`src/rtl/wave_pkg.sv`:
```
`default_nettype none

package wave_pkg;

    typedef logic [19:0] phase_pos_t;
    typedef logic [1:0] quadrant_t;
    typedef logic [19:0] phase_step_t;
    typedef logic [9:0] rom_addr_t;
    typedef logic signed [15:0] sample_t;

    typedef enum logic {
        SEQ_IDLE,
        SEQ_READ
    } seq_state_t;

    localparam int DEFAULT_NUM_VOICES = 8;
    localparam int DEFAULT_ROM_WAIT = 3;

    localparam phase_pos_t POS_MAX = 20'hfffff;
    localparam phase_pos_t REFLECT_OFFSET = 20'd1024;

    // sin(pi/2 * x) ~ c1 x - c3 x^3 + c5 x^5, coefficients scaled by 32767
    localparam int SINE_C1 = 51471;
    localparam int SINE_C3 = 21166;
    localparam int SINE_C5 = 2611;
    localparam int SINE_PEAK = 32767;

    function automatic sample_t quarter_sine_value(rom_addr_t addr);
        int x;
        int x2;
        int x3;
        int x5;
        int acc;
        // x in units of 1/1024 of the quarter wave
        x = int'(addr);
        x2 = (x * x) / 1024;
        x3 = (x2 * x) / 1024;
        x5 = (x3 * x2) / 1024;
        acc = (SINE_C1 * x - SINE_C3 * x3 + SINE_C5 * x5) / 1024;
        // polynomial overshoots slightly near the peak
        if (acc > SINE_PEAK) begin
            acc = SINE_PEAK;
        end
        return sample_t'(acc);
    endfunction

endpackage

`default_nettype wire
```
`src/rtl/sample_bank.sv`:
```
`timescale 1ns/1ns
`default_nettype none

module sample_bank #(
    parameter int NUM_VOICES = wave_pkg::DEFAULT_NUM_VOICES,
    localparam int IDX_W = (NUM_VOICES > 1) ? $clog2(NUM_VOICES) : 1
) (
    input  wire                                clk,
    input  wire                                reset,
    input  wire                                zero,
    input  wire                                load,
    input  wire                                negate,
    input  wire [IDX_W-1:0]                    voice_index,
    input  wire wave_pkg::sample_t             rom_data,
    output wave_pkg::sample_t [NUM_VOICES-1:0] samples
);

    import wave_pkg::*;

    sample_t load_value;

    // negative half-wave
    assign load_value = negate ? -rom_data : rom_data;

    ////////////////////////////////////////////////////////////
    // sample registers
    ////////////////////////////////////////////////////////////

    always_ff @(posedge clk) begin
        if (reset || zero) begin
            samples <= '0;
        end else if (load) begin
            samples[voice_index] <= load_value;
        end
    end

endmodule

`default_nettype wire

```
`config.mk`:
```
export PLATFORM = sky130hd
export DESIGN_NAME = sample_bank
export DESIGN_NICKNAME = d
export VERILOG_FILES = /design/src/rtl/wave_pkg.sv /design/src/rtl/sample_bank.sv
export SDC_FILE = /design/constraint.sdc
export NUM_CORES = 1
export LEC_CHECK = 0
export ABC_AREA = 0
export BUFFER_PORTS_ARGS = -buffer_cell sky130_fd_sc_hd__buf_2
export CAP_MARGIN = 20
export CORE_UTILIZATION = 35
export CTS_BUF_LIST = sky130_fd_sc_hd__clkbuf_2
export DETAILED_ROUTE_END_ITERATION = 10
export GPL_TIMING_DRIVEN = 0
export PLACE_DENSITY_LB_ADDON = 0.08
export SLEW_MARGIN = 20
export SYNTH_ARGS = -nofsm -noshare
export SYNTH_HDL_FRONTEND = slang
export SYNTH_SLANG_ARGS = --single-unit
```
`constraint.sdc`:
```
create_clock -name clk -period 2.65 [get_ports clk]
set_input_delay 0.1325 -clock clk [delete_from_list [all_inputs] [get_ports clk]]
set_output_delay 0.1325 -clock clk [all_outputs]
set_load 0.005 [all_outputs]
```
==> qor.yml <==
critical_path:
  cp_max_fo: 10
  worstSetupPathType: "input port to register"
  start_kind: "input port"
  cp.arrival_ns: 3.10
  worstPathRequired_ns: 3.18
  crit_path_end_kind: "register"
cts:
  ctsHtreeMaxLevel: 4
  cts_tree: "done"
  cts-root-buf: "clkbuf_2"
  cts.clk_slew.worst_paths_ns: 0.18
  clock_latency_ns: 0.67
  cts_sinks: 128
  clk_path_buf_depth: 2
  cts_made_buffers: 17
power_and_ir_drop:
  ir_drop_mv: 0.220
  power.density_nw_per_um2: 556
  power_leakage_nw: 2.66
  clock_power_share_pct: 30.2
  p_comb_share_pct: 9.7
  p_sw_mw: 0.903
  power_frac_seq_pct: 60.0
  switching_share_pct: 27.6
  p_int_mw: 2.37
run:
  drv_cap: 0
sta:
  tightestPinTransition_ns: 0.976
  timing.fmax_mhz: 389
  fin_hold_ws_ns: 0.0885
  min_period_ns: 2.57
  min_period_over_period_pct: 97.0
  setup_ws_ns: 0.0803
  setup_viol: 0
  relSlewSlack_pct: 33.1
  fin_skew_ns: 0
  hold_viol: 0
  drv_slew: 0
  grt_setup_unrepaired: "false"
layout:
  largest_reg_flops: 128
  fin_area_um2: 5890
  final_cells: 899
  area_growth_pct: 27.7
  n_antenna_cell: 0
  nNetsFinal: 740
  top_regs: "samples x128"
  drive_gt1_share_pct: 25.3
  final_common_cell: "buf_2"
  final_cell_mix: "149 x buf_2, 128 x dfxtp_1, 120 x nor2_1, 90 x o21ai_0, 48 x a21oi_1"
  largest_register: "samples"
yosys:
  ys_ff_latch: 128
  synth_edf_count: 0
  synthTopCellsByArea: "dfxtp_1 56%, nor2_1 9.8%, o21ai_0 9.8%, a21oi_1 5.2%, a211oi_1 5.2%"
  synth_area_um2: 4610
  avgSynthCellArea_um2: 8.63
  yosysWarnings: 0
  synth_ff_type: "dfxtp_1"
  ys_async_sr_fraction_pct: 0
  syn-num-nets: 559
  ys_seq_area_share_pct: 55.6
  yosysTopAreaCell: "dfxtp_1"
  netlist_instances: 534
  synth.top_cell.area_share_pct: 55.6
  ys_types: 30
floorplan:
  design.die.area_um2: 13600
  initial_core_util_pct: 36.2
  core_area_um2: 12700
  fp.dieW_um: 117
  die_h_um: 117
  rows: 41
  ios: 152
place:
  place_area_um2: 5570
  numPortBuffers: 149
  dp_hpwl_um: 10700
  placedCellCount: 855
  gp_congestion: 0.817
  preCtsSetupSlack_ns: -0.0619
run_status:
  status: "completed"
routing:
  drt-initial-drc-count: 238
  vias_per_cell: 5.01
  wl_um: 14600
  drtAntennaViolNets: 0
  drc: 0
  dr.pass1.iters: 4
  vias: 4503
  wl_per_cell_um: 16.3
worst_hold_path:
  hold_class: "input port to register"
global_routing:
  grt_max_degree: 17
  antenna_found_initial: 0
  grt_pass1_wl_um: 21700
  overflow: 0
  grt_pass1_vias: 3993
  track_usage_pct: 21.8
-- timing repair --
action / in CTS / in global routing
endpoints found under the setup margin: 0 / 2
endpoints found under the hold margin: 63 / 0
hold buffers: 13 / 0
gates resized for setup: 0 / 2
setup buffers: 0 / 0
-- critical path: stages --
cell and delay (ns):
dlygate4sd3_1 0.53, buf_2 0.13, clkbuf_1 0.22, inv_1 0.11, ha_1 0.21, or4b_2 0.64, o31ai_1 0.27, xor2_1 0.70
a21oi_1 0.15
-- path summary, 6_finish.rpt --
kind	startpoint	endpoint	slack, ns	cells past startpoint
worst min register to register	samples[112]	samples[112]	0.47	2
worst min-delay path	voice_index[0]	samples[18]	0.09	5
worst max register to register	samples[125]	samples[125]	1.91	2
worst max-delay path	rom_data[0]	samples[10]	0.08	9
-- routing by layer --
layer	GRT usage, %	vias to the layer above	routed length, µm
met2	34.8	155	6770
met4	8.52	0	306
met1	27.7	2114	6540
met3	6.75	24	1020
met5	0	-	0
li1	-	2210	-
-- metrics by stage --
step	TNS (ns)	total power [mW]	utilization (%)
6_report	0	3.27	46.3
5_1_grt	0	3.44	46.3
4_1_cts	0	3.31	46.2
3_5_place_dp	-0.354	2.31	43.8
3_3_place_gp	-0.0130	2.30	43.8
2_1_floorplan	0	2.17	-
-- power by group through the flow --
stage / registers [mW] / clock network [mW] / logic, mW
finish: 1.97 / 0.989 / 0.319
global route: 1.97 / 1.12 / 0.351
CTS: 1.97 / 1.02 / 0.320
detailed placement: 2.01 / 0 / 0.301
global placement: 2.01 / 0 / 0.297
floorplan: 2.01 / 0 / 0.158
-- cell families after synthesis --
| group | Yosys count | share of synthesized area (%) |
|---|---|---|
| AND/OR/NAND/NOR | 175 | 16.0 |
| AO/OA/AOI/OAI | 179 | 22.2 |
| flip-flops | 128 | 55.6 |
| adder cells (fa/ha/maj) | 1 | 0.271 |
| XOR/XNOR | 14 | 2.82 |
| buffers and inverters | 36 | 2.93 |
| multiplexers | 1 | 0.217 |
-- Yosys cell counts (4+ instances only) --
library cell    n
o31ai_1         4
a211oi_1       32
xnor2_1         7
clkbuf_1       33
a21oi_1        48
o21ai_0        90
nor2b_1         4
nor2_1        120
xor2_1          6
dfxtp_1       128
nand2_1        24
nand3_1        12
-- cell type report --
cell class,count,area [µm²]
fillers,1338,6840
flip-flops and latches,128,2560
multi-input cells,370,1920
repair buffers,162,878
well taps,172,215
plain buffers,34,128
clock buffers,20,100
clock inverters,11,73.8
inverters,2,7.51
Power figures use the tool's default switching activity.
