## src/rtl/wave_pkg.sv

```systemverilog
`default_nettype none

package wave_pkg;

    typedef logic [19:0] phase_pos_t;
    typedef logic [1:0] quadrant_t;
    typedef logic [19:0] phase_step_t;
    typedef logic [9:0] rom_addr_t;
    typedef logic signed [15:0] sample_t;

    typedef enum logic {
        SEQ_IDLE,
        SEQ_READ
    } seq_state_t;

    localparam int DEFAULT_NUM_VOICES = 8;
    localparam int DEFAULT_ROM_WAIT = 3;

    localparam phase_pos_t POS_MAX = 20'hfffff;
    localparam phase_pos_t REFLECT_OFFSET = 20'd1024;

    // sin(pi/2 * x) ~ c1 x - c3 x^3 + c5 x^5, coefficients scaled by 32767
    localparam int SINE_C1 = 51471;
    localparam int SINE_C3 = 21166;
    localparam int SINE_C5 = 2611;
    localparam int SINE_PEAK = 32767;

    function automatic sample_t quarter_sine_value(rom_addr_t addr);
        int x;
        int x2;
        int x3;
        int x5;
        int acc;
        // x in units of 1/1024 of the quarter wave
        x = int'(addr);
        x2 = (x * x) / 1024;
        x3 = (x2 * x) / 1024;
        x5 = (x3 * x2) / 1024;
        acc = (SINE_C1 * x - SINE_C3 * x3 + SINE_C5 * x5) / 1024;
        // polynomial overshoots slightly near the peak
        if (acc > SINE_PEAK) begin
            acc = SINE_PEAK;
        end
        return sample_t'(acc);
    endfunction

endpackage

`default_nettype wire
```

## src/rtl/voice_sequencer.sv

```systemverilog
`timescale 1ns/1ns
`default_nettype none

module voice_sequencer #(
    parameter int NUM_VOICES = wave_pkg::DEFAULT_NUM_VOICES,
    parameter int ROM_WAIT = wave_pkg::DEFAULT_ROM_WAIT,
    localparam int IDX_W = (NUM_VOICES > 1) ? $clog2(NUM_VOICES) : 1
) (
    input  wire                                   clk,
    input  wire                                   reset,
    input  wire                                   generate_next,
    input  wire wave_pkg::phase_pos_t [NUM_VOICES-1:0] pos,
    input  wire wave_pkg::quadrant_t [NUM_VOICES-1:0]  quadrant,
    output logic                                  accept,
    output wave_pkg::rom_addr_t                   rom_addr,
    output logic [IDX_W-1:0]                      voice_index,
    output logic                                  load,
    output logic                                  negate,
    output logic                                  samples_ready
);

    import wave_pkg::*;

    // ROM_WAIT must be at least 1 so the registered ROM data is ready by load
    localparam int WAIT_W = (ROM_WAIT > 0) ? $clog2(ROM_WAIT + 1) : 1;
    localparam logic [WAIT_W-1:0] WAIT_LAST = WAIT_W'(ROM_WAIT);
    localparam logic [IDX_W-1:0] VOICE_LAST = IDX_W'(NUM_VOICES - 1);

    seq_state_t state;
    logic [WAIT_W-1:0] wait_cnt;
    logic last_voice;

    assign accept = (state == SEQ_IDLE) && generate_next;
    assign last_voice = (voice_index == VOICE_LAST);

    // current voice drives the shared ROM
    assign rom_addr = pos[voice_index][19:10];
    assign negate = quadrant[voice_index][1];
    assign load = (state == SEQ_READ) && (wait_cnt == WAIT_LAST);

    ////////////////////////////////////////////////////////////
    // slot walk
    ////////////////////////////////////////////////////////////

    always_ff @(posedge clk) begin
        if (reset) begin
            state <= SEQ_IDLE;
            voice_index <= '0;
            wait_cnt <= '0;
        end else begin
            case (state)
                SEQ_IDLE: begin
                    voice_index <= '0;
                    wait_cnt <= '0;
                    if (accept) begin
                        state <= SEQ_READ;
                    end
                end
                SEQ_READ: begin
                    if (wait_cnt == WAIT_LAST) begin
                        wait_cnt <= '0;
                        if (last_voice) begin
                            state <= SEQ_IDLE;
                            voice_index <= '0;
                        end else begin
                            voice_index <= voice_index + 1'b1;
                        end
                    end else begin
                        wait_cnt <= wait_cnt + 1'b1;
                    end
                end
                default: state <= SEQ_IDLE;
            endcase
        end
    end

    // high in the cycle the last sample lands
    always_ff @(posedge clk) begin
        if (reset) begin
            samples_ready <= 1'b0;
        end else begin
            samples_ready <= load && last_voice;
        end
    end

endmodule

`default_nettype wire

```

## config.mk

```make
export PLATFORM = sky130hd
export DESIGN_NAME = voice_sequencer
export DESIGN_NICKNAME = d
export VERILOG_FILES = /design/src/rtl/wave_pkg.sv /design/src/rtl/voice_sequencer.sv
export SDC_FILE = /design/constraint.sdc
export NUM_CORES = 1
export LEC_CHECK = 0
export BUFFER_PORTS_ARGS = -buffer_cell sky130_fd_sc_hd__buf_2
export CELL_PAD_IN_SITES_DETAIL_PLACEMENT = 1
export CELL_PAD_IN_SITES_GLOBAL_PLACEMENT = 2
export CORE_ASPECT_RATIO = 0.5
export CORE_UTILIZATION = 12
export CTS_CLUSTER_SIZE = 20
export DETAILED_ROUTE_END_ITERATION = 6
export HOLD_SLACK_MARGIN = 0.05
export PLACE_DENSITY = 0.92
export SLEW_MARGIN = 25
export SYNTH_ARGS = -nofsm -noshare
export SYNTH_HDL_FRONTEND = slang
export SYNTH_SLANG_ARGS = --single-unit
```

## constraint.sdc

```tcl
create_clock -name clk -period 2.8 [get_ports clk]
set_input_delay 0.28 -clock clk [delete_from_list [all_inputs] [get_ports clk]]
set_output_delay 0.28 -clock clk [all_outputs]
set_load 0.005 [all_outputs]
```

==> flow_metrics.py, run 1 <==
metrics = {
    "setup_path": {
        "cp.required_ns": 2.52,
        "cp-end-kind": "output port",
        "rr_endpoint": "voice_index[0]$_SDFFE_PP0P_",
        "r2r-start": "voice_index[0]$_SDFFE_PP0P_",
        "cpPeakStageDelay_ns": 0.63,
        "ff2ff_setup_slack_ns": 1.16,
        "endpoint": "rom_addr[7]",
        "arrival_ns": 1.93,
        "critical_path.max_fanout": 26,
        "r2r_cells": 5,
        "path_cells": "buf_4, mux4_1, mux2_2, buf_2",
        "crit_start": "voice_index[0]$_SDFFE_PP0P_",
        "start_kind": "flip-flop",
        "slowest_stage": "mux4_1",
        "crit_type": "reg2out",
    },
    "detailed_routing": {
        "antenna_left": 0,
        "drc": 0,
        "vias_per_cell": 3.737,
        "firstDrtPassIters": 4,
        "routed_wl_um": 3732,
        "wire_per_inst_um": 13.09,
        "vias": 1065,
        "drtIter0Drc": 16,
    },
    "clock_network": {
        "clock-sinks": 7,
        "clkTransAtPathRegs_ns": 0.04,
        "h-tree-depth": 1,
        "max-clock-path-buffers": 2,
        "cts_tree": "done",
        "worstSkewPairLatency_ns": 0.23,
        "postCtsSetupBuffers": 0,
        "cts_hold_buf": 0,
        "root_buffer": "clkbuf_16",
        "post_cts_resized": 0,
        "cts_buffers": 3,
    },
    "timing": {
        "period_minus_slack_ns": 2.206,
        "finalHoldViolCount": 0,
        "final_max_slew_viol_count": 0,
        "setup_violations": 0,
        "relSlewSlack_pct": 53.85,
        "rsz0062_at_grt": "false",
        "finalCritPeriodShare_pct": 78.79,
        "worst_pin_slew_ns": 0.6913,
        "fmax_ghz": 0.4533,
        "fin_setup_tns_ns": 0,
        "skew_ns": 0.0002964,
    },
    "logic_synthesis": {
        "syn_nets": 251,
        "synth_area_mm2": 0.001041,
        "synth.distinct_cells": 21,
        "syn_area_per_cell_um2": 15.31,
        "synthFlopType": "dfxtp_1",
        "ys_seq_elements": 7,
        "seq_area_frac_synth_pct": 13.46,
        "synth-async-reset-ratio_pct": 0,
        "synth-edff-count": 0,
        "synth_cells": 68,
        "yosysWarnings": 0,
    },
    "placed_design": {
        "postPlaceCellArea_mm2": 0.001668,
        "dp_hpwl_um": 3114,
        "place.gp.congestion": 0.7143,
        "port_buffers": 107,
    },
    "global_routing": {
        "grt_max_degree": 27,
        "grt_pass1_vias": 1151,
        "antenna_found_initial": 0,
        "grt_pass1_wl_um": 5457,
        "globalRouteOverflowTotal": 0,
        "grt_usage_pct": 7.711,
    },
    "pwr": {
        "powerDensity_mw_per_mm2": 258.9,
        "p_leak_uw": 0.0008065,
        "power.total_uw": 452.6,
        "peakVddDrop_v": 0.0002656,
    },
    "layout": {
        "num_antenna_cells": 0,
        "nets": 357,
        "mostFrequentLayoutCells": "buf_2 (107), mux4_1 (19), mux2_2 (11)",
        "syn2layout_area_growth_pct": 67.91,
        "final_layout_size_suffix_gt1_share_pct": 73.41,
        "layout_commonest_cell": "buf_2",
        "design_area_mm2": 0.001748,
        "fin_util_pct": 21.31,
    },
    "floorplanning": {
        "initial_core_util_pct": 12.69,
        "die_area_mm2": 0.009074,
        "core_mm2": 0.008202,
        "dieHeight_um": 67.86,
        "die_w_um": 133.7,
        "pin_count": 196,
        "row_count": 23,
    },
    "hold_path": {
        "min_path_type": "in2reg",
        "hold_start": "reset",
    },
    "run": {
        "maxCapViolCount": 0,
    },
    "status": {
        "status": "complete, no violations",
    },
}
## stage by stage
stage	instances	setup WS (ns)	hold slack [ns]
2_1_floorplan	68	1.078	0.3521
3_3_place_gp	281	0.6873	0.4222
3_5_place_dp	281	0.6735	0.4280
4_1_cts	285	0.4325	0.2233
5_1_grt	285	0.4862	0.2225
6_report	285	0.5939	0.2257
## worst max-delay path, delay by kind of cell (launching register included)
kind                   cells  cell delay, ns
multiplexers               2            0.90
buffers and inverters      2            0.48
flip-flops                 1            0.30
## registers in the layout (all words and copies together) (netlist names)
| register | cells |
|---|---|
| samples_ready | 1 |
| state | 1 |
| voice_index | 3 |
| wait_cnt | 2 |
## per-layer routing
| metal | up-vias | part of all wire, % | GRT usage, % |
|---|---|---|---|
| li1 | 516 | - | - |
| met5 | - | 0 | 0 |
| met1 | 533 | 35 | 7.637 |
| met3 | 4 | 1.4 | 1.111 |
| met4 | 0 | 0.78 | 1.705 |
| met2 | 12 | 63 | 17.23 |
## cell families (layout without fill, tap and decap cells)
logic type | after synthesis | in the layout | share of synthesized area (%)
buffers and inverters | 7 | 112 | 5.409
muxes | 34 | 34 | 67.31
and+or+nand+nor | 13 | 13 | 7.212
adders and majority gates | 4 | 4 | 4.808
DFF | 7 | 7 | 13.46
AOI/OAI and AO/OA | 3 | 3 | 1.803
## worst min path at each step
stage                             endpoint  slack [ns]  cells after the start
floorplan                 state$_SDFF_PP0_        0.35                      1
global placement    wait_cnt[0]$_SDFF_PP0_        0.42                      1
detailed placement  wait_cnt[0]$_SDFF_PP0_        0.43                      1
CTS                       state$_SDFF_PP0_        0.22                      2
global route              state$_SDFF_PP0_        0.22                      2
finish                    state$_SDFF_PP0_        0.23                      2
## report_power, final
group          total [µW]  internal (µW)  switching, µW
Clock                 243            189           53.5
Sequential            104            102           1.64
Combinational         106           76.8           28.8
## area by class of cell
type	instances	area, µm²
timing repair buffer	108	543.0
clock buffer	4	78.83
tap	112	140.1
fill	976	6454
multi-input combinational	54	844.6
sequential	7	141.4
## cells in the mapped netlist (all sizes together), types with 2 or more instances
library cell  count  area (µm²)
a21oi             2       10.01
dfxtp             7       140.1
mux2             11       123.9
mux4             22       566.8
nor2              3       11.26
clkbuf            2       7.510
nand2b            3       18.77
buf               5       48.80
ha                4       50.05
Note: power is estimated with default switching activity, not from simulation.
==> inputs of run 2 (changes only) <==
Settings changed: CORE_UTILIZATION 12 to 11, PLACE_DENSITY 0.92 to 0.86.
Clock period 2.8 ns to 2.3 ns, I/O delays scaled along.
==> run 2 against run 1 <==
Global-route usage about the same. Via count increased by 0.56%. Final cell count increased by 2.1%. Clock power increased by 21%. Critical path depth unchanged. Core utilization decreased by 1.4 points. Power increased by 21%.
==> flow_metrics.py, run 2 (same netlist as run 1, synthesis figures left out) <==
metrics = {
    "setup_path": {
        "ff2ff_setup_slack_ns": 0.75,
        "path_depth": 4,
        "cp_num_buf_inv": 2,
        "crit_start": "voice_index[0]$_SDFFE_PP0P_",
        "r2r_cells": 5,
        "arrival_ns": 1.79,
        "cp.required_ns": 2.07,
        "path_cells": "buf_12, mux4_1, mux2_2, buf_2",
        "rr_endpoint": "voice_index[0]$_SDFFE_PP0P_",
        "critical_path.max_fanout": 26,
        "cp-end-kind": "output port",
        "start_kind": "flip-flop",
        "cpLargestDelayFamily": "multiplexers",
        "crit_type": "reg2out",
        "r2r-start": "voice_index[0]$_SDFFE_PP0P_",
        "slowest_stage": "mux4_1",
        "cpPeakStageDelay_ns": 0.60,
    },
    "pwr": {
        "p_int_uw": 448.7,
        "power_frac_clock_pct": 53.3,
        "peakVddDrop_v": 0.0001548,
        "swShare_pct": 18.23,
        "p_sw_uw": 100.1,
        "p_leak_uw": 0.0008167,
        "powerDensity_mw_per_mm2": 307.4,
        "combPwrFrac_pct": 23.6,
        "pwr-share-seq_pct": 23.1,
    },
    "detailed_routing": {
        "routed_wl_um": 3767,
        "vias": 1071,
        "drtIter0Drc": 43,
        "antenna_left": 0,
        "drc": 0,
        "wire_per_inst_um": 12.95,
        "firstDrtPassIters": 3,
        "vias_per_cell": 3.680,
    },
    "hold_path": {
        "min_path_type": "in2reg",
        "hold_start": "reset",
        "hold_depth": 2,
        "whs_endpoint": "state$_SDFF_PP0_",
    },
    "floorplanning": {
        "die_w_um": 139.6,
        "die_area_mm2": 0.009881,
        "row_count": 24,
        "dieHeight_um": 70.79,
        "core_mm2": 0.008949,
        "pin_count": 196,
        "initial_core_util_pct": 11.63,
    },
    "clock_network": {
        "h-tree-depth": 1,
        "postCtsSetupBuffers": 0,
        "max-clock-path-buffers": 2,
        "worstSkewPairLatency_ns": 0.23,
        "clock-sinks": 7,
        "cts_hold_buf": 0,
        "post_cts_resized": 0,
        "cts_tree": "done",
        "cts_buffers": 3,
        "root_buffer": "clkbuf_16",
        "clkTransAtPathRegs_ns": 0.03,
    },
    "layout": {
        "mostFrequentLayoutCells": "buf_2 (107), mux4_1 (19), mux2_2 (11)",
        "nets": 358,
        "final_layout_size_suffix_gt1_share_pct": 72.99,
        "num_antenna_cells": 0,
        "largest_reg_flops": 3,
        "final_cells": 291,
        "top_regs": "voice_index: 3 flops, wait_cnt: 2 flops",
        "layout_commonest_cell": "buf_2",
        "design_area_mm2": 0.001785,
        "syn2layout_area_growth_pct": 71.51,
        "largest-register": "voice_index",
    },
    "timing": {
        "worst_pin_slew_ns": 0.7128,
        "relSlewSlack_pct": 52.41,
        "finalCritPeriodShare_pct": 87.93,
        "final_max_slew_viol_count": 0,
        "rsz0062_at_grt": "false",
        "fmax_ghz": 0.4944,
        "setup_violations": 0,
        "finalHoldViolCount": 0,
        "fin_setup_tns_ns": 0,
        "period_minus_slack_ns": 2.022,
        "skew_ns": 0.0002234,
    },
    "status": {
        "status": "complete, no violations",
    },
    "placed_design": {
        "dp_hpwl_um": 3122,
        "dp.cells": 287,
        "port_buffers": 107,
        "place.gp.congestion": 0.6445,
        "postPlaceCellArea_mm2": 0.001707,
    },
    "global_routing": {
        "grt_usage_pct": 7.720,
        "globalRouteOverflowTotal": 0,
        "grt_max_degree": 27,
        "antenna_found_initial": 0,
        "grt_pass1_wl_um": 6037,
        "grt_pass1_vias": 1256,
    },
    "run": {
        "maxCapViolCount": 0,
    },
}
[run 2: cell type report]
type | instances | area (µm²)
well taps | 117 | 146.4
clock buffers | 4 | 78.83
flip-flops and latches | 7 | 140.1
fillers | 1053 | 7163
multi-input cells | 54 | 844.6
repair buffers | 109 | 575.6
[run 2: how the worst max path moves through the flow]
stage	end	slack, ns
final	rom_addr[1]	0.28
after global routing	rom_addr[1]	0.22
after CTS	rom_addr[1]	0.27
after detailed placement	rom_addr[1]	0.52
after global placement	rom_addr[7]	0.54
after floorplan	rom_addr[0]	0.63
[run 2: power groups by stage]
stage / clock network (µW) / registers (µW) / logic (µW)
finish: 293 / 127 / 129
global route: 311 / 127 / 143
CTS: 301 / 127 / 131
detailed placement: 0 / 129 / 131
global placement: 0 / 129 / 123
floorplan: 0 / 128 / 43.8
[run 2: per-layer routing]
| layer | global-route usage (%) | vias to the layer above | share of wire (%) | routed length (µm) |
|---|---|---|---|---|
| met1 | 7.457 | 546 | 35 | 1306 |
| li1 | - | 517 | - | - |
| met4 | 3.297 | 0 | 1.5 | 57 |
| met2 | 17.03 | 4 | 64 | 2399 |
| met5 | 0 | - | 0 | 0 |
| met3 | 0.4062 | 4 | 0.11 | 4 |
[run 2: stage by stage]
step	setup WS [ns]	utilization [%]	hold WS, ns	power (µW)
after floorplan	0.6278	-	0.3021	172.0
after global placement	0.5373	19.07	0.4023	252.0
after detailed placement	0.5214	19.07	0.4184	259.7
after CTS	0.2701	19.95	0.1778	559.3
after global routing	0.2212	19.95	0.1799	580.7
final	0.2775	19.95	0.1808	548.8
