## src/rtl/wave_pkg.sv

```systemverilog
`default_nettype none

package wave_pkg;

    typedef logic [19:0] phase_pos_t;
    typedef logic [1:0] quadrant_t;
    typedef logic [19:0] phase_step_t;
    typedef logic [9:0] rom_addr_t;
    typedef logic signed [15:0] sample_t;

    typedef enum logic {
        SEQ_IDLE,
        SEQ_READ
    } seq_state_t;

    localparam int DEFAULT_NUM_VOICES = 8;
    localparam int DEFAULT_ROM_WAIT = 3;

    localparam phase_pos_t POS_MAX = 20'hfffff;
    localparam phase_pos_t REFLECT_OFFSET = 20'd1024;

    // sin(pi/2 * x) ~ c1 x - c3 x^3 + c5 x^5, coefficients scaled by 32767
    localparam int SINE_C1 = 51471;
    localparam int SINE_C3 = 21166;
    localparam int SINE_C5 = 2611;
    localparam int SINE_PEAK = 32767;

    function automatic sample_t quarter_sine_value(rom_addr_t addr);
        int x;
        int x2;
        int x3;
        int x5;
        int acc;
        // x in units of 1/1024 of the quarter wave
        x = int'(addr);
        x2 = (x * x) / 1024;
        x3 = (x2 * x) / 1024;
        x5 = (x3 * x2) / 1024;
        acc = (SINE_C1 * x - SINE_C3 * x3 + SINE_C5 * x5) / 1024;
        // polynomial overshoots slightly near the peak
        if (acc > SINE_PEAK) begin
            acc = SINE_PEAK;
        end
        return sample_t'(acc);
    endfunction

endpackage

`default_nettype wire
```

## src/rtl/phase_accumulator.sv

```systemverilog
`timescale 1ns/1ns
`default_nettype none

module phase_accumulator (
    input  wire                      clk,
    input  wire                      reset,
    input  wire                      zero,
    input  wire                      accept,
    input  wire wave_pkg::phase_step_t step,
    output wave_pkg::phase_pos_t     pos,
    output wave_pkg::quadrant_t      quadrant
);

    import wave_pkg::*;

    phase_pos_t up_sum;
    phase_pos_t up_pos;
    phase_pos_t down_pos;
    phase_pos_t next_pos;
    quadrant_t next_quadrant;
    logic up_reflect;
    logic down_reflect;

    ////////////////////////////////////////////////////////////
    // next phase
    ////////////////////////////////////////////////////////////

    always_comb begin
        // even quadrants climb toward the peak
        up_sum = pos + step + REFLECT_OFFSET;
        up_reflect = (pos >= POS_MAX - step);
        up_pos = up_reflect ? POS_MAX - up_sum : pos + step;

        // odd quadrants walk back toward zero
        down_reflect = (step >= pos);
        down_pos = down_reflect ? step + REFLECT_OFFSET - pos : pos - step;

        if (quadrant[0]) begin
            next_pos = down_pos;
            next_quadrant = down_reflect ? quadrant + 2'd1 : quadrant;
        end else begin
            next_pos = up_pos;
            next_quadrant = up_reflect ? quadrant + 2'd1 : quadrant;
        end
    end

    ////////////////////////////////////////////////////////////
    // phase register
    ////////////////////////////////////////////////////////////

    always_ff @(posedge clk) begin
        if (reset || zero) begin
            pos <= '0;
            quadrant <= '0;
        end else if (accept) begin
            pos <= next_pos;
            // 3 wraps back to 0
            quadrant <= next_quadrant;
        end
    end

endmodule

`default_nettype wire

```

## config.mk

```make
export PLATFORM = sky130hd
export DESIGN_NAME = phase_accumulator
export DESIGN_NICKNAME = d
export VERILOG_FILES = /design/src/rtl/wave_pkg.sv /design/src/rtl/phase_accumulator.sv
export SDC_FILE = /design/constraint.sdc
export NUM_CORES = 1
export LEC_CHECK = 0
export ABC_CLOCK_PERIOD_IN_PS = 3100
export BUFFER_PORTS_ARGS = -buffer_cell sky130_fd_sc_hd__clkbuf_2
export CAP_MARGIN = 20
export CORE_ASPECT_RATIO = 0.75
export CORE_UTILIZATION = 45
export DETAILED_ROUTE_END_ITERATION = 10
export GPL_ROUTABILITY_DRIVEN = 0
export GPL_TIMING_DRIVEN = 1
export PLACE_DENSITY = 0.75
export SYNTH_ARGS = -nofsm -noshare
export SYNTH_HDL_FRONTEND = slang
export SYNTH_SLANG_ARGS = --single-unit
```

## constraint.sdc

```tcl
create_clock -name clk -period 3.1 [get_ports clk]
set_input_delay 0.155 -clock clk [delete_from_list [all_inputs] [get_ports clk]]
set_output_delay 0.155 -clock clk [all_outputs]
set_load 0.02 [all_outputs]
```

==> results of run 1 <==
[cell families after synthesis]
| kind of cell | count (synthesis) | share of synthesized area |
|---|---|---|
| and+or+nand+nor | 184 | 0.186 |
| xor gates and xnor gates | 58 | 0.110 |
| muxes | 8 | 0.0171 |
| adders and majority gates | 82 | 0.222 |
| AOI/OAI and AO/OA | 202 | 0.292 |
| DFF | 22 | 0.0927 |
| buffers and inverters | 96 | 0.0803 |
[through the flow]
stage	worst slack, ps	instance area, um2	hold slack, ps	setup TNS, ps	power (mW)
2_1_floorplan	34.3	4770	407	0	1.10
3_3_place_gp	-99.7	5550	500	-125	1.40
3_5_place_dp	-234	5550	517	-400	1.43
4_1_cts	-36.5	5680	406	-36.5	1.77
5_1_grt	-101	6000	459	-320	2.01
6_report	-6.51	6000	409	-6.51	1.88
[what timing repair did]
| item | in CTS | in global routing |
|---|---|---|
| setup buffers | 2 | 5 |
| resized for setup | 10 | 57 |
| endpoints found under the setup margin | 7 | 17 |
| pin swaps | 10 | 14 |
[worst paths after layout]
path | startpoint | endpoint | slack (ps) | cells after the start
min | zero | pos[1] | 410 | 3
max | pos[5] | pos[19] | -7 | 14
min reg2reg | quadrant[1] | quadrant[1] | 530 | 2
max reg2reg | pos[5] | pos[19] | -7 | 14
[cell type report]
cell class / instances / area (um2) / area share
Clock buffer: 4 / 78.8 / 0.0131
Timing Repair Buffer: 118 / 798 / 0.133
Inverter: 64 / 240 / 0.0401
Multi-Input combinational cell: 534 / 4260 / 0.711
Tap cell: 136 / 170 / 0.0284
Sequential cell: 22 / 447 / 0.0745
[critical path, cell delays in order (launching register included)]
cell,delay [ps]
dfxtp_1,370
ha_4,230
buf_4,150
or2_1,240
a211oi_2,270
buf_4,190
o221ai_4,120
nand2_2,130
xnor2_2,140
and3_4,230
nand4_1,140
buf_4,170
o311ai_1,250
o311ai_1,150
nor3_1,240
[power groups by stage]
| stage | logic (mW) | registers [mW] | clock network [mW] |
|---|---|---|---|
| after global routing | 1.36 | 0.315 | 0.334 |
| final | 1.25 | 0.313 | 0.314 |
| after global placement | 1.08 | 0.317 | 0 |
| after floorplan | 0.760 | 0.337 | 0 |
| after CTS | 1.14 | 0.311 | 0.321 |
| after detailed placement | 1.11 | 0.318 | 0 |
[synthesized netlist by cell type, types with 9 or more instances]
cell	number	area, um2
o21ai_0	34	170
dfxtp_1	22	440
nand2b_1	14	87.6
o211ai_1	14	105
nor2_1	66	248
clkbuf_1	17	63.8
nor3_1	14	70.1
xor2_1	11	96.3
o21a_1	9	67.6
ha_1	78	976
a211oi_1	14	105
xnor2_1	45	394
nand2_1	36	135
inv_1	62	233
buf_2	11	55.1
nor2b_1	13	81.3
a21oi_1	55	275
a21o_1	12	90.1
[sequential cells by signal, summed over array words and instances (netlist names)]
| name | count |
|---|---|
| quadrant | 2 |
| pos | 20 |
[per-layer routing]
layer	wire length, um	global-route usage	part of all wire
met1	6760	0.376	0.45
met2	6840	0.440	0.46
met3	1190	0.0421	0.079
met4	211	0.0453	0.014
met5	0	0	0
==> results.json, run 1 <==
{
  "dieHeight_um": 91.0,
  "synth-warning-count": 0,
  "timing.final.crit_period_ps": 3110,
  "final.setup.worst_slack_ps": -6.51,
  "setup_viol_count_final": 1,
  "num_io_pins": 46,
  "post-dp-hpwl_um": 11300,
  "path_max_fanout": 5,
  "max_cap_violations": 0,
  "syn_inst": 652,
  "floorplan.initialDensity": 0.462,
  "synth.net_count": 758,
  "antenna_left": 0,
  "drc": 0,
  "synth.avg_cell_area_um2": 7.29,
  "worst_pin_slew_ps": 990,
  "slew-limit-headroom": 0.337,
  "drv_slew": 0,
  "path_clk_slew_ps": 70,
  "cts.sinks": 22,
  "grt_remaining_overflow": 0,
  "powerDensity_mw_per_mm2": 313,
  "cp.arrival_ps": 3300,
  "antenna_cells": 0,
  "num_vias": 5270,
  "core_mm2": 0.0103,
  "total_switching_power_mw": 0.849,
  "share_seq_of_total_power": 0.167,
  "status": "finished with violations",
  "placedCellCount": 867,
  "grt_start_max_net_pins": 38,
  "synth_top_flop_cell": "dfxtp_1",
  "firstDrtPassIters": 5,
  "die_area_mm2": 0.0110,
  "peakVddDrop_v": 0.000240,
  "most-common-layout-cells": "buf_4, ha_1, nor2_1",
  "failing_checks": "setup timing",
  "worstPathRequired_ps": 3290,
  "grt_antenna_before_repair": 0,
  "number_of_enable_flip_flop_cells_after_synthesis": 0,
  "finalHoldViolations": 0,
  "clock_tree_from_tritoncts": "done",
  "layout.core_utilization": 0.583,
  "track_usage": 0.269,
  "worst_setup_end_kind": "flop",
  "port-buffer-count": 45,
  "ratio_of_cells_with_drive_above_1_in_the_final_layout": 0.264,
  "final.period_utilization": 1.00,
  "fillerInstances": 910,
  "worstSetupStartpointType": "flop",
  "mostFrequentLayoutCell": "buf_4",
  "finalWirelength_um": 15000,
  "cellInternalPower_mw": 1.03,
  "number_of_global_route_vias_before_repair": 4933,
  "placement_rows": 32,
  "postSynth.asyncResetShare": 0,
  "ys_seq_area_frac": 0.0927,
  "fin_skew_ps": 5.74,
  "cts_made_buffers": 3,
  "detail_route.vias_per_cell": 6.00,
  "synth_cell_type_count": 62,
  "max_clock_freq_ghz": 0.322,
  "synth_seq_cells": 22,
  "clockPowerShare": 0.167,
  "postCtsHoldBufs": 0,
  "fp.dieW_um": 121,
  "cellLeakagePower_nw": 2.77,
  "route.detailed.wl_per_inst_um": 17.1,
  "finish.net_count": 849,
  "timing.setup.critical_path_class": "reg2reg",
  "cts_max_level": 1,
  "post_synthesis_instance_area_mm2": 0.00475,
  "switching_share": 0.452,
  "hp-class": "in2reg",
  "syn_to_final_growth_pct": 26.2,
  "ctsRootBufferMaster": "clkbuf_16",
  "rsz0062_at_grt": "yes",
  "drt_iter0_markers": 382,
  "pwr-share-comb": 0.666,
  "clock_latency_of_the_later_clocked_register_in_the_worst_skew_pair_ps": 270,
  "grt_first_pass_wirelength_um": 23800,
  "layoutNonFillerInstCount": 878,
  "ctsLongestPathBuffers": 2
}
Power figures use the tool's default switching activity.
==> inputs of run 2 (changes only) <==
--- a/config.mk
+++ b/config.mk
@@ -8,12 +8,14 @@
 export ABC_CLOCK_PERIOD_IN_PS = 3100
 export BUFFER_PORTS_ARGS = -buffer_cell sky130_fd_sc_hd__clkbuf_2
 export CAP_MARGIN = 20
+export CELL_PAD_IN_SITES_DETAIL_PLACEMENT = 1
+export CELL_PAD_IN_SITES_GLOBAL_PLACEMENT = 1
 export CORE_ASPECT_RATIO = 0.75
-export CORE_UTILIZATION = 45
+export CORE_UTILIZATION = 41
 export DETAILED_ROUTE_END_ITERATION = 10
 export GPL_ROUTABILITY_DRIVEN = 0
 export GPL_TIMING_DRIVEN = 1
-export PLACE_DENSITY = 0.75
+export PLACE_DENSITY = 0.88
 export SYNTH_ARGS = -nofsm -noshare
 export SYNTH_HDL_FRONTEND = slang
 export SYNTH_SLANG_ARGS = --single-unit
==> run 2 against run 1 <==
Against the previous run: the flow still finishes with violations (setup timing); register-to-register slack got worse by 260 ps; power up 16%; count of clock-buffer cells in the layout unchanged; combinational power is 19% higher; via count grew 13%; clock skew is 1.7 ps higher; critical path depth fell by 3; critical path type unchanged.
==> results.json, run 2 (same netlist as run 1, synthesis figures left out) <==
{
  "postCtsHoldBufs": 0,
  "ctsRootBufferMaster": "clkbuf_16",
  "worst_pin_slew_ps": 1090,
  "drt_iter0_markers": 569,
  "grt.met1_usage": 0.403,
  "placedCellCount": 866,
  "die_area_mm2": 0.0120,
  "final_hold_slack_ps": 438,
  "cts_max_level": 1,
  "switching_share": 0.491,
  "drv_slew": 0,
  "floorplan.initialDensity": 0.428,
  "max_cap_violations": 0,
  "dieHeight_um": 95.2,
  "fillerInstances": 1371,
  "mostFrequentLayoutCell": "buf_4",
  "post-dp-hpwl_um": 13800,
  "timing.setup.critical_path_class": "reg2reg",
  "most-common-layout-cells": "buf_4, nor2_1, inv_1",
  "cellInternalPower_mw": 1.10,
  "powerDensity_mw_per_mm2": 343,
  "worst_setup_end_kind": "flop",
  "grt_remaining_overflow": 0,
  "slew-limit-headroom": 0.271,
  "pwr-share-comb": 0.686,
  "total_switching_power_mw": 1.07,
  "area.sequential_um2": 452,
  "finalHoldViolations": 0,
  "cp.arrival_ps": 3570,
  "antenna_cells": 0,
  "worstPathRequired_ps": 3300,
  "final.period_utilization": 1.09,
  "placement_rows": 33,
  "multi_input_area_mm2": 0.00450,
  "track_usage": 0.343,
  "grt_busiest_layer": "met2",
  "cts_made_buffers": 3,
  "clock_latency_of_the_later_clocked_register_in_the_worst_skew_pair_ps": 290,
  "path_clk_slew_ps": 80,
  "clockPowerShare": 0.168,
  "port-buffer-count": 45,
  "core_mm2": 0.0111,
  "ctsLongestPathBuffers": 2,
  "registers.top_by_ff_count": "pos",
  "dominant_cell_type_by_count_on_the_critical_path": "o311ai_2",
  "path_max_fanout": 6,
  "ratio_of_cells_with_drive_above_1_in_the_final_layout": 0.312,
  "failing_checks": "setup timing",
  "num_vias": 5946,
  "hp-class": "in2reg",
  "fin_skew_ps": 7.47,
  "worstPathBufferInverterCount": 2,
  "drc": 0,
  "antenna_left": 0,
  "cts.sinks": 22,
  "firstDrtPassIters": 8,
  "total_power_mw": 2.17,
  "final.setup.worst_slack_ps": -269,
  "cellLeakagePower_nw": 2.81,
  "reg_top3": "pos x20, quadrant x2",
  "fp.dieW_um": 126,
  "timing.final.crit_period_ps": 3370,
  "setup_total_negative_slack_ps": -1650,
  "finalWirelength_um": 23600,
  "critical_path.cell_chain": "ha_1 > inv_2 > a211o_1 > o211a_4 > nor4_2 > o311a_1 > nand4_1 > buf_4 > o311ai_2 > o311ai_2 > nor3_1",
  "gr-usage-met2": 0.595,
  "largest_register_ff_count": 20,
  "status": "finished with violations",
  "setup_viol_count_final": 12,
  "detail_route.vias_per_cell": 6.70,
  "clock_tree_from_tritoncts": "done",
  "finish.net_count": 854,
  "share_seq_of_total_power": 0.146,
  "grt.met3_usage": 0.0724,
  "rsz0062_at_grt": "yes",
  "grt_first_pass_wirelength_um": 32100,
  "peakVddDrop_v": 0.000228,
  "grt_start_max_net_pins": 38,
  "worstSetupStartpointType": "flop",
  "critical-path-top-delay-family": "compound AO/OA/AOI/OAI gates",
  "num_io_pins": 46,
  "number_of_global_route_vias_before_repair": 5988,
  "max_clock_freq_ghz": 0.297,
  "slowest_stage": "nor4_2",
  "layoutNonFillerInstCount": 887,
  "route.detailed.wl_per_inst_um": 26.6,
  "grt_antenna_before_repair": 0,
  "timing.critical_path.slowest_cell_delay_ps": 510,
  "syn_to_final_growth_pct": 33.1
}
[run 2: cell count changes in the layout (fill, tap and decap cells not counted), moves of 4 or more]
cell     previous run  this run
dfxtp_2             2         6
ha_1               65        57
ha_4                4        10
dfxtp_1            19        15
[run 2: timing repair]
item	CTS	global route
resized for setup	40	73
buffers inserted	7	9
cloned	0	1
setup endpoints to repair	10	20
pin swaps	17	27
[run 2: tightest hold or removal path: cells and delay by family]
kind            cells  cell delay [ps]
simple gates        1              220
compound gates      2              220
buf+inv             1               90
[run 2: worst paths after layout]
path,end,cells past startpoint,slack [ps],start
worst max-delay path,pos[19],11,-270,pos[6]
worst min-delay path,pos[18],4,440,reset
worst max register to register,pos[19],11,-270,pos[6]
worst min register to register,quadrant[1],2,540,quadrant[1]
[run 2: cell type report]
| cell class | instances | share of cell area |
|---|---|---|
| clock buffers | 4 | 0.0140 |
| well taps | 140 | 0.0277 |
| multi-input cells | 534 | 0.711 |
| inverters | 64 | 0.0392 |
| repair buffers | 123 | 0.137 |
| flip-flops and latches | 22 | 0.0714 |
[run 2: metrics by stage]
step	area, um2	utilization	setup WS [ps]
finish	6320	0.569	-269
global route	6320	0.569	-346
CTS	5860	0.528	-14.8
detailed placement	5520	0.497	-287
global placement	5520	0.497	-102
floorplan	4770	-	34.3
[run 2: power by group through the flow]
stage | clock network (mW) | registers, mW | logic, mW
detailed placement | 0 | 0.319 | 1.15
global route | 0.363 | 0.319 | 1.56
finish | 0.364 | 0.317 | 1.49
global placement | 0 | 0.317 | 1.09
CTS | 0.356 | 0.314 | 1.24
floorplan | 0 | 0.337 | 0.760
[run 2: metal layers]
layer  share of wire  wire, um  vias up
met2            0.46     10900      397
met1            0.38      8980     2889
met4           0.067      1590        0
li1                -         -     2505
met5               0         0        -
met3           0.090      2120      155
==> inputs of run 3 (changes only) <==
==> config.mk (replaced) <==
export PLATFORM = sky130hd
export DESIGN_NAME = phase_accumulator
export DESIGN_NICKNAME = d
export VERILOG_FILES = /design/src/rtl/wave_pkg.sv /design/src/rtl/phase_accumulator.sv
export SDC_FILE = /design/constraint.sdc
export NUM_CORES = 1
export LEC_CHECK = 0
export ABC_CLOCK_PERIOD_IN_PS = 4100
export CAP_MARGIN = 20
export CELL_PAD_IN_SITES_DETAIL_PLACEMENT = 1
export CELL_PAD_IN_SITES_GLOBAL_PLACEMENT = 1
export CORE_ASPECT_RATIO = 0.75
export CORE_UTILIZATION = 45
export DETAILED_ROUTE_END_ITERATION = 10
export DONT_BUFFER_PORTS = 1
export GPL_ROUTABILITY_DRIVEN = 0
export GPL_TIMING_DRIVEN = 1
export PLACE_DENSITY = 0.86
export SYNTH_ARGS = -nofsm -noshare
export SYNTH_HDL_FRONTEND = slang
export SYNTH_SLANG_ARGS = --single-unit
==> constraint.sdc (replaced) <==
create_clock -name clk -period 4.1 [get_ports clk]
set_input_delay 0.205 -clock clk [delete_from_list [all_inputs] [get_ports clk]]
set_output_delay 0.205 -clock clk [all_outputs]
set_load 0.02 [all_outputs]
==> run 3 against run 2 <==
Against the previous run: the run now ends clean; combinational power decreased by 49%; sequential cell count did not move; largest cell class unchanged; clock skew is 4.4 ps lower; sequential share of layout area grew 1.8 points.
==> results.json, run 3 (same netlist as run 1, synthesis figures left out) <==
{
  "layoutNonFillerInstCount": 768,
  "hp-class": "in2reg",
  "powerDensity_mw_per_mm2": 256,
  "path_max_fanout": 12,
  "drt_iter0_markers": 282,
  "number_of_global_route_vias_before_repair": 4969,
  "postCtsHoldBufs": 0,
  "timing.setup.critical_path_class": "reg2reg",
  "worstPathRequired_ps": 4250,
  "cts_made_buffers": 3,
  "final.setup.worst_slack_ps": 260,
  "syn_to_final_growth_pct": 4.00,
  "floorplan.initialDensity": 0.462,
  "detail_route.vias_per_cell": 6.29,
  "preCtsSetupSlack_ps": 281,
  "antenna_left": 0,
  "rsz0062_at_grt": "no",
  "dieHeight_um": 91.0,
  "cellLeakagePower_nw": 2.20,
  "worst_pin_slew_ps": 1120,
  "setup_viol_count_final": 0,
  "critical_path.cell_chain": "ha_1 > nand2b_1 > a221oi_1 > a211oi_1 > o31a_1 > o32ai_2 > buf_4 > xnor2_1 > nor2_1 > a21oi_1 > a211oi_1",
  "grt_start_max_net_pins": 39,
  "fin_skew_ps": 3.07,
  "worst_setup_end_kind": "flop",
  "cts_max_level": 1,
  "worstSetupStartpointType": "flop",
  "total_power_mw": 1.27,
  "ctsRootBufferMaster": "clkbuf_16",
  "die_area_mm2": 0.0110,
  "grt_first_pass_wirelength_um": 25600,
  "placedCellCount": 764,
  "post-dp-hpwl_um": 12300,
  "cts.sinks": 22,
  "num_vias": 4828,
  "port-buffer-count": 0,
  "core_mm2": 0.0103,
  "ctsLongestPathBuffers": 2,
  "status": "finished clean",
  "final_hold_slack_ps": 22.3,
  "clock_latency_of_the_later_clocked_register_in_the_worst_skew_pair_ps": 270,
  "fp.dieW_um": 121,
  "grt_remaining_overflow": 0,
  "most-common-layout-cells": "ha_1, nor2_1, inv_1",
  "reg_top3": "pos x20, quadrant x2",
  "max_cap_violations": 0,
  "drv_slew": 0,
  "placement_rows": 32,
  "firstDrtPassIters": 5,
  "finish.net_count": 739,
  "finalWirelength_um": 15700,
  "cp.arrival_ps": 3990,
  "antenna_cells": 0,
  "setup_total_negative_slack_ps": 0,
  "clock_tree_from_tritoncts": "done",
  "peakVddDrop_v": 0.000180,
  "slowest_stage": "o32ai_2",
  "drc": 0,
  "track_usage": 0.293,
  "registers.top_by_ff_count": "pos",
  "timing.critical_path.slowest_cell_delay_ps": 960,
  "route.detailed.wl_per_inst_um": 20.4,
  "timing.final.crit_period_ps": 3840,
  "num_io_pins": 46,
  "slew-limit-headroom": 0.251,
  "path_clk_slew_ps": 70,
  "dominant_cell_type_by_count_on_the_critical_path": "a211oi_1",
  "final.period_utilization": 0.937,
  "ratio_of_cells_with_drive_above_1_in_the_final_layout": 0.0506,
  "mostFrequentLayoutCell": "ha_1",
  "post-cts-setup-buffer-count": 0,
  "grt_antenna_before_repair": 0,
  "largest_register_ff_count": 20,
  "finalHoldViolations": 0,
  "max_clock_freq_ghz": 0.260
}
==> run 3: cell type report <==
class                           count  area (um2)
Clock buffer                        4        88.8
Fill cell                        1327        5350
Inverter                           64         240
Multi-Input combinational cell    534        3940
Sequential cell                    22         442
Tap cell                          136         170
Timing Repair Buffer                8        60.1
==> run 3: final timing paths <==
check                             start       to  slack [ps]  cells after the start
worst max-delay path            pos[13]   pos[9]         260                     11
worst min-delay path             accept  pos[13]          20                      1
worst max register to register  pos[13]   pos[9]         260                     11
worst min register to register   pos[0]   pos[0]         570                      2
==> run 3: metrics by stage <==
step | util | area [um2]
floorplan | - | 4750
detailed placement | 0.471 | 4850
finish | 0.480 | 4940
global route | 0.480 | 4940
CTS | 0.480 | 4940
global placement | 0.471 | 4850
==> run 3: what timing repair did <==
item                                    CTS  global route
resized for setup                         0             1
hold endpoints to repair                  0             0
endpoints found under the setup margin    0             1
==> run 3: per-layer routing <==
layer  part of all wire  GRT usage  up-vias
met5                  0          0        -
met4              0.017     0.0689        0
met3              0.054     0.0528       25
met2               0.45      0.483      141
met1               0.48      0.395     2383
li1                   -          -     2279
==> run 3: where the power goes <==
| part | switching [mW] | leakage (nW) | internal (mW) | total (mW) |
|---|---|---|---|---|
| clock | 0.106 | 0.0442 | 0.150 | 0.257 |
| combinational | 0.456 | 1.97 | 0.301 | 0.757 |
| sequential | 0.0277 | 0.180 | 0.225 | 0.253 |
==> run 3: worst max-delay path: cells and delay by family, from the launching register on <==
family                   cells  cell delay, ps
AO/OA/AOI/OAI                6            2090
adder cells (fa/ha/maj)      1             550
XOR/XNOR                     1             140
AND/OR/NAND/NOR              2             190
buffers and inverters        1             320
flip-flops                   1             420
